### config.mk
export PLATFORM = sky130hd
export DESIGN_NAME = window_extract
export DESIGN_NICKNAME = d
export VERILOG_FILES = /design/src/design/remap_pkg.sv /design/src/design/window_extract.sv
export SDC_FILE = /design/constraint.sdc
export NUM_CORES = 1
export LEC_CHECK = 0
export BUFFER_PORTS_ARGS = -buffer_cell sky130_fd_sc_hd__buf_2
export CORE_MARGIN = 10
export CORE_UTILIZATION = 50
export CTS_CLUSTER_DIAMETER = 150
export CTS_CLUSTER_SIZE = 20
export DETAILED_ROUTE_END_ITERATION = 12
export PLACE_DENSITY = 0.78
export SKIP_LAST_GASP = 1
export SLEW_MARGIN = 20
export SYNTH_ARGS = -nofsm -noshare
export SYNTH_HDL_FRONTEND = slang
export SYNTH_SLANG_ARGS = --single-unit
export TNS_END_PERCENT = 30
### constraint.sdc
create_clock -name clk -period 6.1 [get_ports clk]
set_input_delay 0.305 -clock clk [delete_from_list [all_inputs] [get_ports clk]]
set_output_delay 0.305 -clock clk [all_outputs]
set_load 0.1 [all_outputs]
### src/design/remap_pkg.sv
package remap_pkg;

    ////////////////////////////////////////////////////////////////////////////
    // Patch geometry
    ////////////////////////////////////////////////////////////////////////////

    // Patch-size opcode, the code is the window width itself
    typedef enum logic [2:0] {
        PATCH_3 = 3'd3,
        PATCH_5 = 3'd5,
        PATCH_7 = 3'd7
    } patch_size_e;

    // Window stride, 1 to 7 are legal
    typedef logic [2:0] stride_t;

    // Widest window in pixels
    localparam int MAX_PATCH = 7;

    // Pixels of the previous word a window may still reach back into
    localparam int RESIDUE_W = MAX_PATCH - 1;

    // One lane's window, bit 0 is the oldest pixel
    typedef logic [MAX_PATCH-1:0] window_t;

    ////////////////////////////////////////////////////////////////////////////
    // Helpers
    ////////////////////////////////////////////////////////////////////////////

    // Window width for a patch code, 0 for an illegal code
    function automatic int unsigned patch_width(patch_size_e size);
        case (size)
            PATCH_3:
                return 3;
            PATCH_5:
                return 5;
            PATCH_7:
                return 7;
            default:
                return 0;
        endcase
    endfunction

endpackage

### src/design/window_extract.sv
`timescale 1ns/1ps

module window_extract
    import remap_pkg::*;
#(
    parameter int WORD_W = 8,
    parameter int POS_W  = 3,
    parameter int CTX_W  = RESIDUE_W + WORD_W
)
(
    input  logic                         clk,
    input  logic                         rst,
    input  patch_size_e                  patch_size,
    input  logic [CTX_W-1:0]             ctx,
    input  logic [WORD_W-1:0][POS_W-1:0] lane_end,
    input  logic [WORD_W-1:0]            lane_active,
    input  logic                         ctx_valid,
    output window_t [WORD_W-1:0]         lane_windows,
    output logic [WORD_W-1:0]            lane_mask,
    output logic                         out_valid
);

    window_t [WORD_W-1:0] win_next;

    ////////////////////////////////////////////////////////////////////////////
    // Window selection
    ////////////////////////////////////////////////////////////////////////////

    // A window of width P ending at current pixel e starts at context
    // position RESIDUE_W + e - (P - 1)
    always_comb
    begin
        int unsigned width;
        int unsigned base;

        width = patch_width(patch_size);
        base  = 0;
        for (int j = 0; j < WORD_W; j++)
        begin
            win_next[j] = '0;
            if (lane_active[j] && (width != 0))
            begin
                base = RESIDUE_W + lane_end[j] - (width - 1);
                for (int i = 0; i < MAX_PATCH; i++)
                begin
                    // Bits past the patch width stay zero
                    if (i < width)
                        win_next[j][i] = ctx[base + i];
                end
            end
        end
    end

    ////////////////////////////////////////////////////////////////////////////
    // Output registers
    ////////////////////////////////////////////////////////////////////////////

    always_ff @(posedge clk)
    begin
        if (rst)
        begin
            lane_windows <= '0;
            lane_mask    <= '0;
        end
        else if (ctx_valid)
        begin
            lane_windows <= win_next;
            lane_mask    <= lane_active;
        end
    end

    always_ff @(posedge clk)
    begin
        if (rst)
        begin
            out_valid <= 1'b0;
        end
        else
        begin
            out_valid <= ctx_valid;
        end
    end

endmodule

# After elaboration in Yosys (flattened, before gate mapping)
# Cells that the tools add are included.
# Widths: inputs -> output; s select.
# totals
regBits	65
in_bits	52
output_inout_bits	65
word_cells	327
# classes
add_sub_neg	65
n_reduce_logical	9
mux	177
n_eq_ne	3
magnitude_cmp	63
# op_table
op	count
$lt 32x5->1 const B	56
$add 32x3->32 const B	24
$add 32x2->32 const B	16
$add 32x1->32 const B	8
$sub 4x32->32	8
$bmux 1 s4	56
$mux 1	112
$lt 3x32->1 const A	3
$lt 1x32->1 const A	2
$lt 2x32->1 const A	2
$mux 7	8
$add 3x3->4 const A	8
$reduce_bool 32->1	1
$sub 32x1->32 const B	1
$pmux 3 s3	1
$logic_and 1x1->1	8
$eq 3x3->1 const B	2
$eq 3x2->1 const B	1

# Logic depth before layout (Yosys ltp)
# logic_depth
ltp_word	9
ltp_mapped	15
depth_no_buf	13

# Worst setup path after synthesis
# Ideal clock, no wire load.
# synth_path
path_type	input port to flip-flop
startpoint	input port patch_size[0]
endpoint	register lane_windows[29] (netlist name)
setup_ps	118
stages	15
t_arrival_ps	3599
required_time_ps	5982
slack_ps	2383
n_path_buf	2
cell_sequence	nand2_1 -> or2_2 -> ha_1 -> inv_1 -> ha_1 -> inv_1 -> fa_1 -> clkbuf_1 -> clkbuf_1 -> inv_1 -> ha_1 -> nor2b_1 -> xnor2_1 -> mux4_2 -> a22o_1
# synth_via
elab_chain_cells	9
word_cells_on_any_way	14
classes_between	add/sub (3); order compare (1); eq/ne (3); mux (5); reduce/logical (2)
# synth_rtl
item	line	rtl
from (decl)	window_extract.sv:13	input patch_size_e patch_size,
$eq 3x3->1 or $eq 3x2->1 (tied branches)	remap_pkg.sv:32	case (size)
$pmux 3 s3 (*)	remap_pkg.sv:32	
$sub 32x1->32	window_extract.sv:43	base = RESIDUE_W + lane_end[j] - (width - 1);
$sub 4x32->32	window_extract.sv:43	
$add 32x1->32	window_extract.sv:48	win_next[j][i] = ctx[base + i];
$bmux 1 s4	window_extract.sv:48	
$mux 1 (implied by the code)	window_extract.sv:48	
$mux 1	window_extract.sv:47	if (i < width)
$mux 7 (*)	window_extract.sv:41	if (lane_active[j] && (width != 0))
to (signal assigned)	window_extract.sv:67	lane_windows <= win_next;
to (decl)	window_extract.sv:18	output window_t [WORD_W-1:0] lane_windows,
# Every way passes the cells marked *; elsewhere a longest branch is shown, timed or not. The select of a mux whose other input is x is not followed.
# A chain may end at the register's enable or synchronous reset.

# Final worst setup path
# layout_path
startpoint	input port patch_size[2]
endpoint	register lane_windows[1] (netlist name)
# The elaborated chain is that of the path after synthesis.

==> impl_metrics.yaml <==
run_status:
  status: "finished, final reports clean"
layout:
  syn_to_final_growth_pct: 9.205
  final_util_pct: 55.29
  finalNetCount: 1179
  final_layout_size_suffix_gt1_share_pct: 23.28
  diodes: 0
  stdcell_area_sq_um: 10270
sta:
  max-slew-margin-rel_pct: 28.41
  fmax_ghz: 0.2477
  hold_viol: 0
  setup_viol: 0
  fin_worst_skew_ps: 0
  rsz0062_at_grt: "no"
  worstMarginPinSlew_ps: 1074
  holdWs_ps: 235.3
  timing.final.crit_share_pct: 66.19
  fin_tns_setup_ps: 0
  layout_min_cycle_time_ps: 4038
  slew_viol_final: 0
setup_path:
  crit_path_max_fanout: 16
  criticalPathCategory: "in2reg"
  required_ps: 6350
  end_kind: "flop"
  cp-start-kind: "primary input"
  worst_ep_arrival_time_ps: 4280
route:
  wl_per_cell_um: 23.19
  top_layer: "met5"
  drtIter0Drc: 819
  m1WireLength_um: 11280
  ant_nets: 0
  drc_errors: 0
  wl_met2_um: 14040
  vias: 8567
  drt-pass1-iter-count: 5
  drt_wl_total_um: 30030
  vias_per_cell: 6.615
  dr_wl_met3_um: 3334
logic_synthesis:
  ys_seq_area_share_pct: 13.83
  ys_types: 58
  synthTopCellsByCount: "mux2i_1 (106), mux4_2 (86), nand2_1 (77)"
  synth_top_area_share_pct: 20.59
  avgSynthCellArea_sq_um: 9.231
  synth_edf_count: 0
  yosysMostFrequentCell: "mux2i_1"
  synth_nets: 1142
  syn_inst: 1019
  synth_seq_cells: 65
  synth.area.top_cells: "mux4_2 (21%), dfxtp_1 (14%), mux2i_1 (11%), ha_1 (8.4%), xnor2_1 (5.6%)"
  synth_area_sq_um: 9407
  ys.flop_type: "dfxtp_1"
  yosys_warnings: 0
  synth_area_leader_cell: "mux4_2"
  async_flop_share_pct: 0
clock_tree:
  clk_latency_ps: 350
  cts-buffers-inserted: 9
  cts.htree.levels: 3
  cts_tree: "yes"
  cts_root_buf: "clkbuf_16"
  clkSinkCount: 65
  hold_buffers: 0
  cts_buffer_depth: 2
  cts_setup_buffers: 0
  path_clk_slew_ps: 60
  ctsResizeCount: 0
placed_design:
  placed_cell_area_sq_um: 9942
  portBuffers: 116
  post-dp-hpwl_um: 19570
  place_congestion: 0.9511
grt:
  gr-usage-all-layers_pct: 24.07
  grt_max_degree: 34
  grt.overflow.total: 0
  grt_pass1_vias: 8675
  antenna_found_initial: 1
  grt_pass1_wl_um: 47290
run:
  cap_violations: 0
pwr:
  finalPower_mw: 2.894
  power_density_nw_per_um2: 281.8
  ir_worst_vdd_mv: 0.1648
  power.leakage_nw: 4.402
die:
  dieArea_sq_um: 24700
  ios: 117
  core.rowCount: 50
  initial_core_util_pct: 50.63
  die_width_um: 157.2
  die_h_um: 157.2
  core_sq_um: 18580
worst_hold_path:
  hp-class: "in2reg"
## through the flow
step | setup slack [ps] | instances
after floorplan | 2383 | 1019
after global placement | 1938 | 1279
after detailed placement | 1753 | 1279
after CTS | 2114 | 1295
after global routing | 1821 | 1295
final | 2062 | 1295
## layout by cell type, fill, tap and decap left out, types with 19 or more instances in the layout
master,count
nand2b_1,19
xnor2_1,60
inv_1,76
mux4_2,86
nor2b_1,19
o21ai_0,30
nand2_1,77
nor3_1,30
buf_2,116
dfxtp_1,65
nor2_1,54
mux2i_1,106
a21oi_1,35
a32o_1,25
ha_1,63
## critical path, stage by stage
cell      delay (ps)
buf_2            210
nand2_1          150
or2_2            530
ha_1             370
inv_1             60
ha_1             150
inv_1             60
fa_1             820
clkinv_1         350
ha_1             320
nand2_1           90
xnor2_1          150
mux4_2           510
a22o_1           200
## state kept, by name (all words and copies together) (netlist names)
signal,cells
lane_mask,8
out_valid,1
lane_windows,56
## kinds of logic after synthesis
| kind of cell | Yosys count | share of synthesized area (%) |
|---|---|---|
| and+or+nand+nor | 236 | 11.86 |
| adders and majority gates | 71 | 10.08 |
| muxes | 201 | 32.95 |
| AOI/OAI and AO/OA | 188 | 14.59 |
| xor gates and xnor gates | 84 | 9.417 |
| DFF | 65 | 13.83 |
| buffers and inverters | 174 | 7.263 |
## final cells by class
class	instances	area, sq um
Clock buffer	11	252.7
Clock inverter	5	77.57
Fill cell	1664	8308
Inverter	78	292.8
Multi-Input combinational cell	780	7430
Sequential cell	65	1301
Tap cell	234	292.8
Timing Repair Buffer	122	625.6
## path summary, 6_finish.rpt
kind,from,depth (start not counted),slack (ps),end
setup / recovery,patch_size[2],14,2060,lane_windows[1]
hold / removal,lane_active[3],2,240,lane_windows[27]
setup reg to reg,lane_windows[23],4,4930,lane_windows[23]
hold reg to reg,lane_windows[25],1,460,lane_windows[25]
## power by group
group          switching, mW  leakage, nW  internal [mW]  total (mW)
sequential            0.0113        0.527          0.446       0.458
clock                  0.217        0.162          0.379       0.596
combinational           1.06         3.71          0.785        1.84
## routing by layer
layer  vias up  global-route usage (%)
li1       3850                       -
met1      4094                   28.50
met2       519                   39.03
met3       102                   6.578
met4         2                   12.82
met5         -                       0
No activity file was read; power rests on OpenSTA's default activity.
