## src/design/remap_pkg.sv

```systemverilog
package remap_pkg;

    ////////////////////////////////////////////////////////////////////////////
    // Patch geometry
    ////////////////////////////////////////////////////////////////////////////

    // Patch-size opcode, the code is the window width itself
    typedef enum logic [2:0] {
        PATCH_3 = 3'd3,
        PATCH_5 = 3'd5,
        PATCH_7 = 3'd7
    } patch_size_e;

    // Window stride, 1 to 7 are legal
    typedef logic [2:0] stride_t;

    // Widest window in pixels
    localparam int MAX_PATCH = 7;

    // Pixels of the previous word a window may still reach back into
    localparam int RESIDUE_W = MAX_PATCH - 1;

    // One lane's window, bit 0 is the oldest pixel
    typedef logic [MAX_PATCH-1:0] window_t;

    ////////////////////////////////////////////////////////////////////////////
    // Helpers
    ////////////////////////////////////////////////////////////////////////////

    // Window width for a patch code, 0 for an illegal code
    function automatic int unsigned patch_width(patch_size_e size);
        case (size)
            PATCH_3:
                return 3;
            PATCH_5:
                return 5;
            PATCH_7:
                return 7;
            default:
                return 0;
        endcase
    endfunction

endpackage

```

## src/design/residue_buffer.sv

```systemverilog
`timescale 1ns/1ps

module residue_buffer
    import remap_pkg::*;
#(
    parameter int WORD_W = 8,
    parameter int POS_W  = 3,
    parameter int CTX_W  = RESIDUE_W + WORD_W
)
(
    input  logic                         clk,
    input  logic                         rst,
    input  logic                         cfg_load,
    input  logic                         pixel_valid,
    input  logic [WORD_W-1:0]            pixel_in,
    input  logic [WORD_W-1:0][POS_W-1:0] lane_end_in,
    input  logic [WORD_W-1:0]            lane_active_in,
    output logic [CTX_W-1:0]             ctx,
    output logic [WORD_W-1:0][POS_W-1:0] lane_end,
    output logic [WORD_W-1:0]            lane_active,
    output logic                         ctx_valid
);

    // Tail pixels of the last accepted word with the oldest in bit 0
    logic [RESIDUE_W-1:0] residue;

    // Residue store
    always_ff @(posedge clk)
    begin
        if (rst || cfg_load)
        begin
            residue <= '0;
        end
        else if (pixel_valid)
        begin
            residue <= pixel_in[WORD_W-1 -: RESIDUE_W];
        end
    end

    // Context and lane plan captured once per word
    always_ff @(posedge clk)
    begin
        if (pixel_valid)
        begin
            ctx         <= {pixel_in, residue};
            lane_end    <= lane_end_in;
            lane_active <= lane_active_in;
        end
    end

    // One-cycle strobe that follows the context
    always_ff @(posedge clk)
    begin
        if (rst)
        begin
            ctx_valid <= 1'b0;
        end
        else
        begin
            ctx_valid <= pixel_valid;
        end
    end

endmodule

```

## config.mk

```make
export PLATFORM = sky130hd
export DESIGN_NAME = residue_buffer
export DESIGN_NICKNAME = d
export VERILOG_FILES = /design/src/design/remap_pkg.sv /design/src/design/residue_buffer.sv
export SDC_FILE = /design/constraint.sdc
export NUM_CORES = 1
export LEC_CHECK = 0
export BUFFER_PORTS_ARGS = -buffer_cell sky130_fd_sc_hd__buf_2
export CORE_MARGIN = 2
export CORE_UTILIZATION = 30
export CTS_BUF_LIST = sky130_fd_sc_hd__clkbuf_4 sky130_fd_sc_hd__clkbuf_8 sky130_fd_sc_hd__clkbuf_16
export CTS_CLUSTER_DIAMETER = 150
export DETAILED_ROUTE_END_ITERATION = 10
export PLACE_DENSITY = 0.65
export REMOVE_ABC_BUFFERS = 1
export SLEW_MARGIN = 30
export SYNTH_ARGS = -nofsm -noshare
export SYNTH_HDL_FRONTEND = slang
export SYNTH_SLANG_ARGS = --single-unit
```

## constraint.sdc

```tcl
create_clock -name clk -period 0.98 [get_ports clk]
set_clock_uncertainty 0.2 [all_clocks]
set_input_delay 0.049 -clock clk [delete_from_list [all_inputs] [get_ports clk]]
set_output_delay 0.049 -clock clk [all_outputs]
set_load 0.005 [all_outputs]
```

**Word level (Yosys, flattened, before mapping)**

Cells that the tools add are included.

- Reductions and logical operators: 1

Operators by type and width:

| kind | number |
|---|---|
| $logic_or A1 B1 Y1 | 1 |

- Register bits: 53
- Input port bits: 44
- Output and inout port bits: 47
- Word-level logic and storage cells: 13

**Depth between registers and ports, before layout**

Gate-level depths: netlist of run 1.

- Depth in word-level cells: 1
- Depth in mapped cells: 3

**Worst setup path before layout of run 1**

Ideal clock, no wire load.

- Path kind: in2reg
- Start point: input pixel_valid
- End point: register residue[0]
- Setup time: 0.114 ns
- Data arrival time: 0.453 ns
- Required time: 0.666 ns
- Path slack: 0.213 ns
- Stages on the path: 3
- Buffers on the path: 1
- Path through: buf_2 > mux2i_1 > nor2_1

RTL lines:

| what | RTL line | text |
|---|---|---|
| from (decl) | residue_buffer.sv:14 | `input logic pixel_valid,` |
| to (signal assigned) | residue_buffer.sv:36 | `residue <= pixel_in[WORD_W-1 -: RESIDUE_W];` |
| to (decl) | residue_buffer.sv:25 | `logic [RESIDUE_W-1:0] residue;` |

**Worst setup path after layout of run 1**

- Start point: register lane_active[6]
- End point: output lane_active[6]

RTL lines:

| what | RTL line | text |
|---|---|---|
| from (decl) | residue_buffer.sv:20 | `output logic [WORD_W-1:0] lane_active,` |
| from (signal assigned) | residue_buffer.sv:47 | `lane_active <= lane_active_in;` |

No word-level cell between the ends.

==> results.toml, run 1 <==
[detailed_routing]
ant_nets = 0
viasPerCell = 4.00
routed_wl_um = 3610
vias = 1117
route.detailed.drc = 0
drtIter0Drc = 64
dr.pass1.iters = 3
wl_per_cell_um = 12.9

[clock_tree]
cts-root-buf = "clkbuf_8"
cts_made_buffers = 5
cts_tree = "done"
h-tree-depth = 2
clkSinkCount = 53
clock_latency_ns = 0.29
post-cts-setup-buffer-count = 0
clockBufferDepth = 2
postCtsResizedCells = 0
cts.clk_slew.worst_paths_ns = 0.09

[placement]
hpwl_um = 2350
routabilityCongestion = 0.662
place_ws_ns = 0.00305
placed_cell_area_um2 = 2190
io_buffers = 90

[timing]
fin_crit_ns = 1.07
slew_viol_final = 0
setup_viol = 46
fin_ws_ns = -0.0904
hold_viol = 0
whs_ns = 0.0188
fin_crit_sh_pct = 109
relSlewSlack_pct = 77.8
rsz0062_at_grt = "true"
max_clock_freq_mhz = 934
worstMarginPinSlew_ns = 0.333

[setup_path]
cp-end-kind = "output pin"
criticalPathCategory = "register to output pin"
r2r_slack_ns = 0.16
cp.arrival_ns = 0.82
reg2reg_depth = 2
required_ns = 0.73
crit_buf_inv = 1
worstReg2RegStart = "residue[1]$_SDFFE_PP0P_"
cp_max_fo = 1
worst-path-stages = 1
crit_start = "lane_active[6]$_DFFE_PP_"
critPathCapture = "lane_active[6]"
critical_path.cell_chain = "buf_2"
cp_top_family = "flip-flops"
cpPeakStageDelay_ns = 0.39
crit_slowest_cell = "edfxtp_1"
crit_path_start_kind = "register"
rr_endpoint = "residue[1]$_SDFFE_PP0P_"

[synthesis]
ys_types = 7
ys_warn_count = 0
ys_seq_area_share_pct = 93.5
synth_seq_cells = 53
netlist_area_um2 = 1630
syn_inst = 69
syn_area_per_cell_um2 = 23.6
synth_top_cell_area_share_pct = 84.9
synthTopCellsByArea = "edfxtp_1, dfxtp_1, mux2i_1"
yosys.area.top_type = "edfxtp_1"

[global_routing]
met3_usage_pct = 5.47
antenna_found_initial = 0
grt_pass1_wl_um = 5630
grt_max_degree = 30
met2_usage_pct = 22.1
grt_usage_pct = 12.5
grt_pass1_vias = 1155
grtUsageMet1_pct = 12.6
overflow = 0
busiest_layer = "met2"

[finish]
seqCellArea_um2 = 1520
fin_nets = 252
final_cell_mix = "buf_2, edfxtp_1, dlygate4sd3_1"
final_common_cell = "buf_2"
fill_cells = 415
drive_above_1_share_pct = 48.3
finalInstanceArea_um2 = 2720
syn_to_final_growth_pct = 66.9
multi_input_area_um2 = 95.1
n_antenna_cell = 0
final_util_pct = 52.5

[hold_path]
worstHoldStart = "pixel_valid"
hp-class = "input port to register"

[pwr]
p_leak_uw = 0.00116
ir_drop_mv = 0.592
powerDensity_nw_per_um2 = 1680

[outcome]
status = "finished with violations"
failed_checks = "setup timing"

[floorplan]
dieArea_um2 = 6030
start_util_pct = 31.4
ioPinCount = 91
coreArea_um2 = 5170
die_y_um = 77.6
die_x_um = 77.6
row_count = 26

[run]
maxCapViolCount = 0
[what timing repair did]
item | in CTS | in global routing
hold buffers | 41 | 0
cloned | 0 | 0
endpoints found under the setup margin | 47 | 47
hold endpoints to repair | 47 | 0
[per-stage QoR]
stage               setup TNS, ns  instances  power, uW
finish                      -3.05        279       4560
floorplan                       0         67       2760
CTS                         -3.73        279       4630
detailed placement              0        230       3050
global placement                0        230       3030
global route                -5.21        279       4780
[flip-flops by register name, indices dropped and copies added (netlist names)]
register     count
lane_end        24
ctx             14
lane_active      8
residue          6
ctx_valid        1
[kinds of logic (layout without fill, tap and decap cells)]
family,after synthesis,in the layout,synth area share [%]
buffers and inverters,2,142,0.615
DFF,53,53,93.5
muxes,6,6,3.69
and+or+nand+nor,8,8,2.15
[synthesized netlist by cell type (all sizes together)]
master  count
dfxtp       7
buf         2
or2         1
nor2b       1
edfxtp     46
mux2i       6
nor2        6
[power breakdown]
| group | switching (uW) | internal [uW] | total, uW |
|---|---|---|---|
| Clock | 646 | 794 | 1440 |
| Sequential | 38.5 | 2620 | 2660 |
| Combinational | 179 | 284 | 463 |
| Total | 863 | 3700 | 4560 |
[worst min path at each step]
stage / end / slack (ns) / cells past startpoint
after floorplan: ctx_valid$_SDFF_PP0_ / -0.08 / 1
after global placement: ctx_valid$_SDFF_PP0_ / 0.02 / 2
after detailed placement: ctx_valid$_SDFF_PP0_ / 0.02 / 2
after CTS: lane_end[6]$_DFFE_PP_ / 0.01 / 2
after global routing: lane_end[19]$_DFFE_PP_ / 0.02 / 2
final: lane_end[6]$_DFFE_PP_ / 0.02 / 2
[metal layers]
layer / vias to the layer above / routed length [um]
li1: 538 / -
met1: 507 / 1320
met2: 65 / 1810
met3: 7 / 412
met4: 0 / 72
met5: - / 0
[cell type report]
| class | count | area share, % |
|---|---|---|
| clock buffer | 6 | 2.81 |
| tap | 70 | 3.23 |
| clock inverter | 2 | 1.43 |
| multi-input combinational | 14 | 3.50 |
| timing repair buffer | 134 | 33.0 |
| sequential | 53 | 56.0 |
No activity file was read; power rests on OpenSTA's default activity.
==> inputs of run 2 (changes only) <==
--- a/config.mk
+++ b/config.mk
@@ -5,6 +5,7 @@
 export SDC_FILE = /design/constraint.sdc
 export NUM_CORES = 1
 export LEC_CHECK = 0
+export ABC_AREA = 1
 export BUFFER_PORTS_ARGS = -buffer_cell sky130_fd_sc_hd__buf_2
 export CORE_MARGIN = 2
 export CORE_UTILIZATION = 30
==> constraint.sdc (replaced) <==
create_clock -name clk -period 0.98 [get_ports clk]
set_clock_uncertainty 0.2 [all_clocks]
set_input_delay 0.098 -clock clk [delete_from_list [all_inputs] [get_ports clk]]
set_output_delay 0.098 -clock clk [all_outputs]
set_load 0.005 [all_outputs]
==> results.toml, run 2 <==
[clock_tree]
clkSinkCount = 53
cts.clk_slew.worst_paths_ns = 0.09
cts-root-buf = "clkbuf_8"
clock_latency_ns = 0.29
clockBufferDepth = 2
postCtsResizedCells = 0
cts_made_buffers = 5
cts_tree = "done"
postCtsHoldBufs = 40
h-tree-depth = 2

[hold_path]
worstHoldEndpoint = "ctx_valid$_SDFF_PP0_"
holdPathStages = 2
hp-class = "input port to register"
worstHoldStart = "rst"

[timing]
fin_tns_setup_ns = -4.93
worstMarginPinSlew_ns = 0.291
slew_viol_final = 0
fin_crit_sh_pct = 114
whs_ns = -0.222
hold_viol = 7
relSlewSlack_pct = 80.6
rsz0062_at_grt = "true"
setup_viol = 47
max_clock_freq_mhz = 899
fin_crit_ns = 1.11
fin_ws_ns = -0.133

[detailed_routing]
drtIter0Drc = 52
dr.pass1.iters = 5
route.detailed.drc = 0
routed_wl_um = 3580
wl_met3_um = 273
met2_length_um = 1920
wl_per_cell_um = 11.9
vias = 1172
wl_met1_um = 1380
viasPerCell = 3.91
ant_nets = 0
highest_layer = "met4"

[floorplan]
ioPinCount = 91
die_y_um = 78.4
coreArea_um2 = 5440
dieArea_um2 = 6140
die_x_um = 78.4
row_count = 27
start_util_pct = 30.5

[pwr]
powerDensity_nw_per_um2 = 1590
p_int_uw = 3510
p_total_uw = 4370
switchingPower_uw = 864
pwr-share-clk_pct = 28.1
p_leak_uw = 0.00121
p_seq_share_pct = 60.9
ir_drop_mv = 0.621
sw_frac_of_total_pct = 19.8
power_frac_comb_pct = 11.1

[finish]
final_cell_mix = "buf_2, edfxtp_1, dlygate4sd3_1"
fill_cells = 499
n_antenna_cell = 0
top_register = "lane_end"
finalInstanceArea_um2 = 2750
final_common_cell = "buf_2"
largest_register_ffs = 24
drive_above_1_share_pct = 45.2
reg_top3 = "lane_end x24, ctx x14, lane_active x8"
syn_to_final_growth_pct = 65.6
fin_nets = 271

[synthesis]
ys_seq_area_share_pct = 91.7
ys.flop_type = "edfxtp_1"
ys_top_cells_by_count = "edfxtp_1, nor2_1, nand2_1"
yosys.area.top_type = "edfxtp_1"
ys_warn_count = 0
synth_edf_count = 46
syn_inst = 87
syn_area_per_cell_um2 = 19.1
ys_types = 7
netlist_area_um2 = 1660
yosysMostFrequentCell = "edfxtp_1"
synth_seq_cells = 53
ys_async_sr_fraction_pct = 0
synth_top_cell_area_share_pct = 83.3
synthTopCellsByArea = "edfxtp_1, dfxtp_1, nor2_1"

[outcome]
failed_checks = "hold timing, setup timing"
status = "finished with violations"

[setup_path]
cp.arrival_ns = 0.81
reg2reg_depth = 0
crit_buf_inv = 1
required_ns = 0.68
cp-end-kind = "output pin"
cp_max_fo = 1
r2r_slack_ns = 0.22
critical_path.cell_chain = "buf_2"
cp_top_family = "flip-flops"
criticalPathCategory = "register to output pin"
cpPeakStageDelay_ns = 0.39
crit_path_start_kind = "register"
crit_slowest_cell = "edfxtp_1"
worstReg2RegStart = "residue[0]$_SDFFE_PP0P_"
rr_endpoint = "ctx[0]$_DFFE_PP_"
crit_start = "ctx[6]$_DFFE_PP_"

[placement]
io_buffers = 90
routabilityCongestion = 0.629
hpwl_um = 2350
placed_cell_area_um2 = 2260

[global_routing]
grt_max_degree = 22
grt_usage_pct = 11.7
overflow = 0
grt_pass1_wl_um = 5420
grt_pass1_vias = 1198
antenna_found_initial = 0

[run]
maxCapViolCount = 0
-- run 2: cell types whose count changed after synthesis, sizes merged, moves of 6 or more --
| cell | previous run | this run |
|---|---|---|
| mux2i | 6 | 0 |
| inv | 0 | 7 |
| nand2 | 0 | 12 |
| nor2 | 6 | 14 |
-- run 2: cell families (layout without fill, tap and decap cells) --
| kind of cell | after synthesis | after routing | share of synthesized area [%] |
|---|---|---|---|
| AND/OR/NAND/NOR | 26 | 26 | 6.03 |
| flip-flops | 53 | 53 | 91.7 |
| buffers and inverters | 8 | 149 | 2.26 |
-- run 2: area by class of cell --
cell class,instances,area (um2),share of cell area (%)
flip-flops and latches,53,1520,55.4
repair buffers,134,918,33.4
multi-input cells,26,100,3.64
clock buffers,8,91.3,3.32
well taps,72,90.1,3.28
inverters,7,26.3,0.956
-- run 2: repair_timing --
action / CTS / global route
endpoints found under the hold margin: 47 / 7
endpoints found under the setup margin: 47 / 47
setup buffers: 0 / 0
-- run 2: stage by stage --
stage / setup WS [ns] / util (%) / hold WS, ns / std cells
final: -0.133 / 50.5 / -0.222 / 300
after detailed placement: -0.00365 / 41.5 / 0.0761 / 252
after global placement: 0.00123 / 41.5 / 0.0767 / 252
after global routing: -0.180 / 50.5 / -0.230 / 300
after floorplan: 0.245 / - / -0.0308 / 86
after CTS: -0.164 / 50.5 / -0.232 / 300
-- run 2: worst max path at each step --
stage                          endpoint  cells past startpoint
6_report                         ctx[6]                      1
5_1_grt                    lane_end[11]                      1
3_5_place_dp   lane_active[0]$_DFFE_PP_                      2
3_3_place_gp     lane_end[15]$_DFFE_PP_                      2
4_1_cts                          ctx[6]                      1
2_1_floorplan          ctx[3]$_DFFE_PP_                      0
-- run 2: per-layer routing --
metal  track usage (%)  vias to the layer above
met3              4.60                        2
met4              2.63                        0
li1                  -                      580
met5                 0                        -
met1              12.5                      537
met2              21.6                       53
-- run 2: power groups by stage --
stage | logic (uW) | registers, uW | clock network [uW]
6_report | 485 | 2660 | 1230
5_1_grt | 531 | 2680 | 1380
4_1_cts | 488 | 2660 | 1260
3_5_place_dp | 366 | 2720 | 0
3_3_place_gp | 361 | 2710 | 0
2_1_floorplan | 30.1 | 2740 | 0
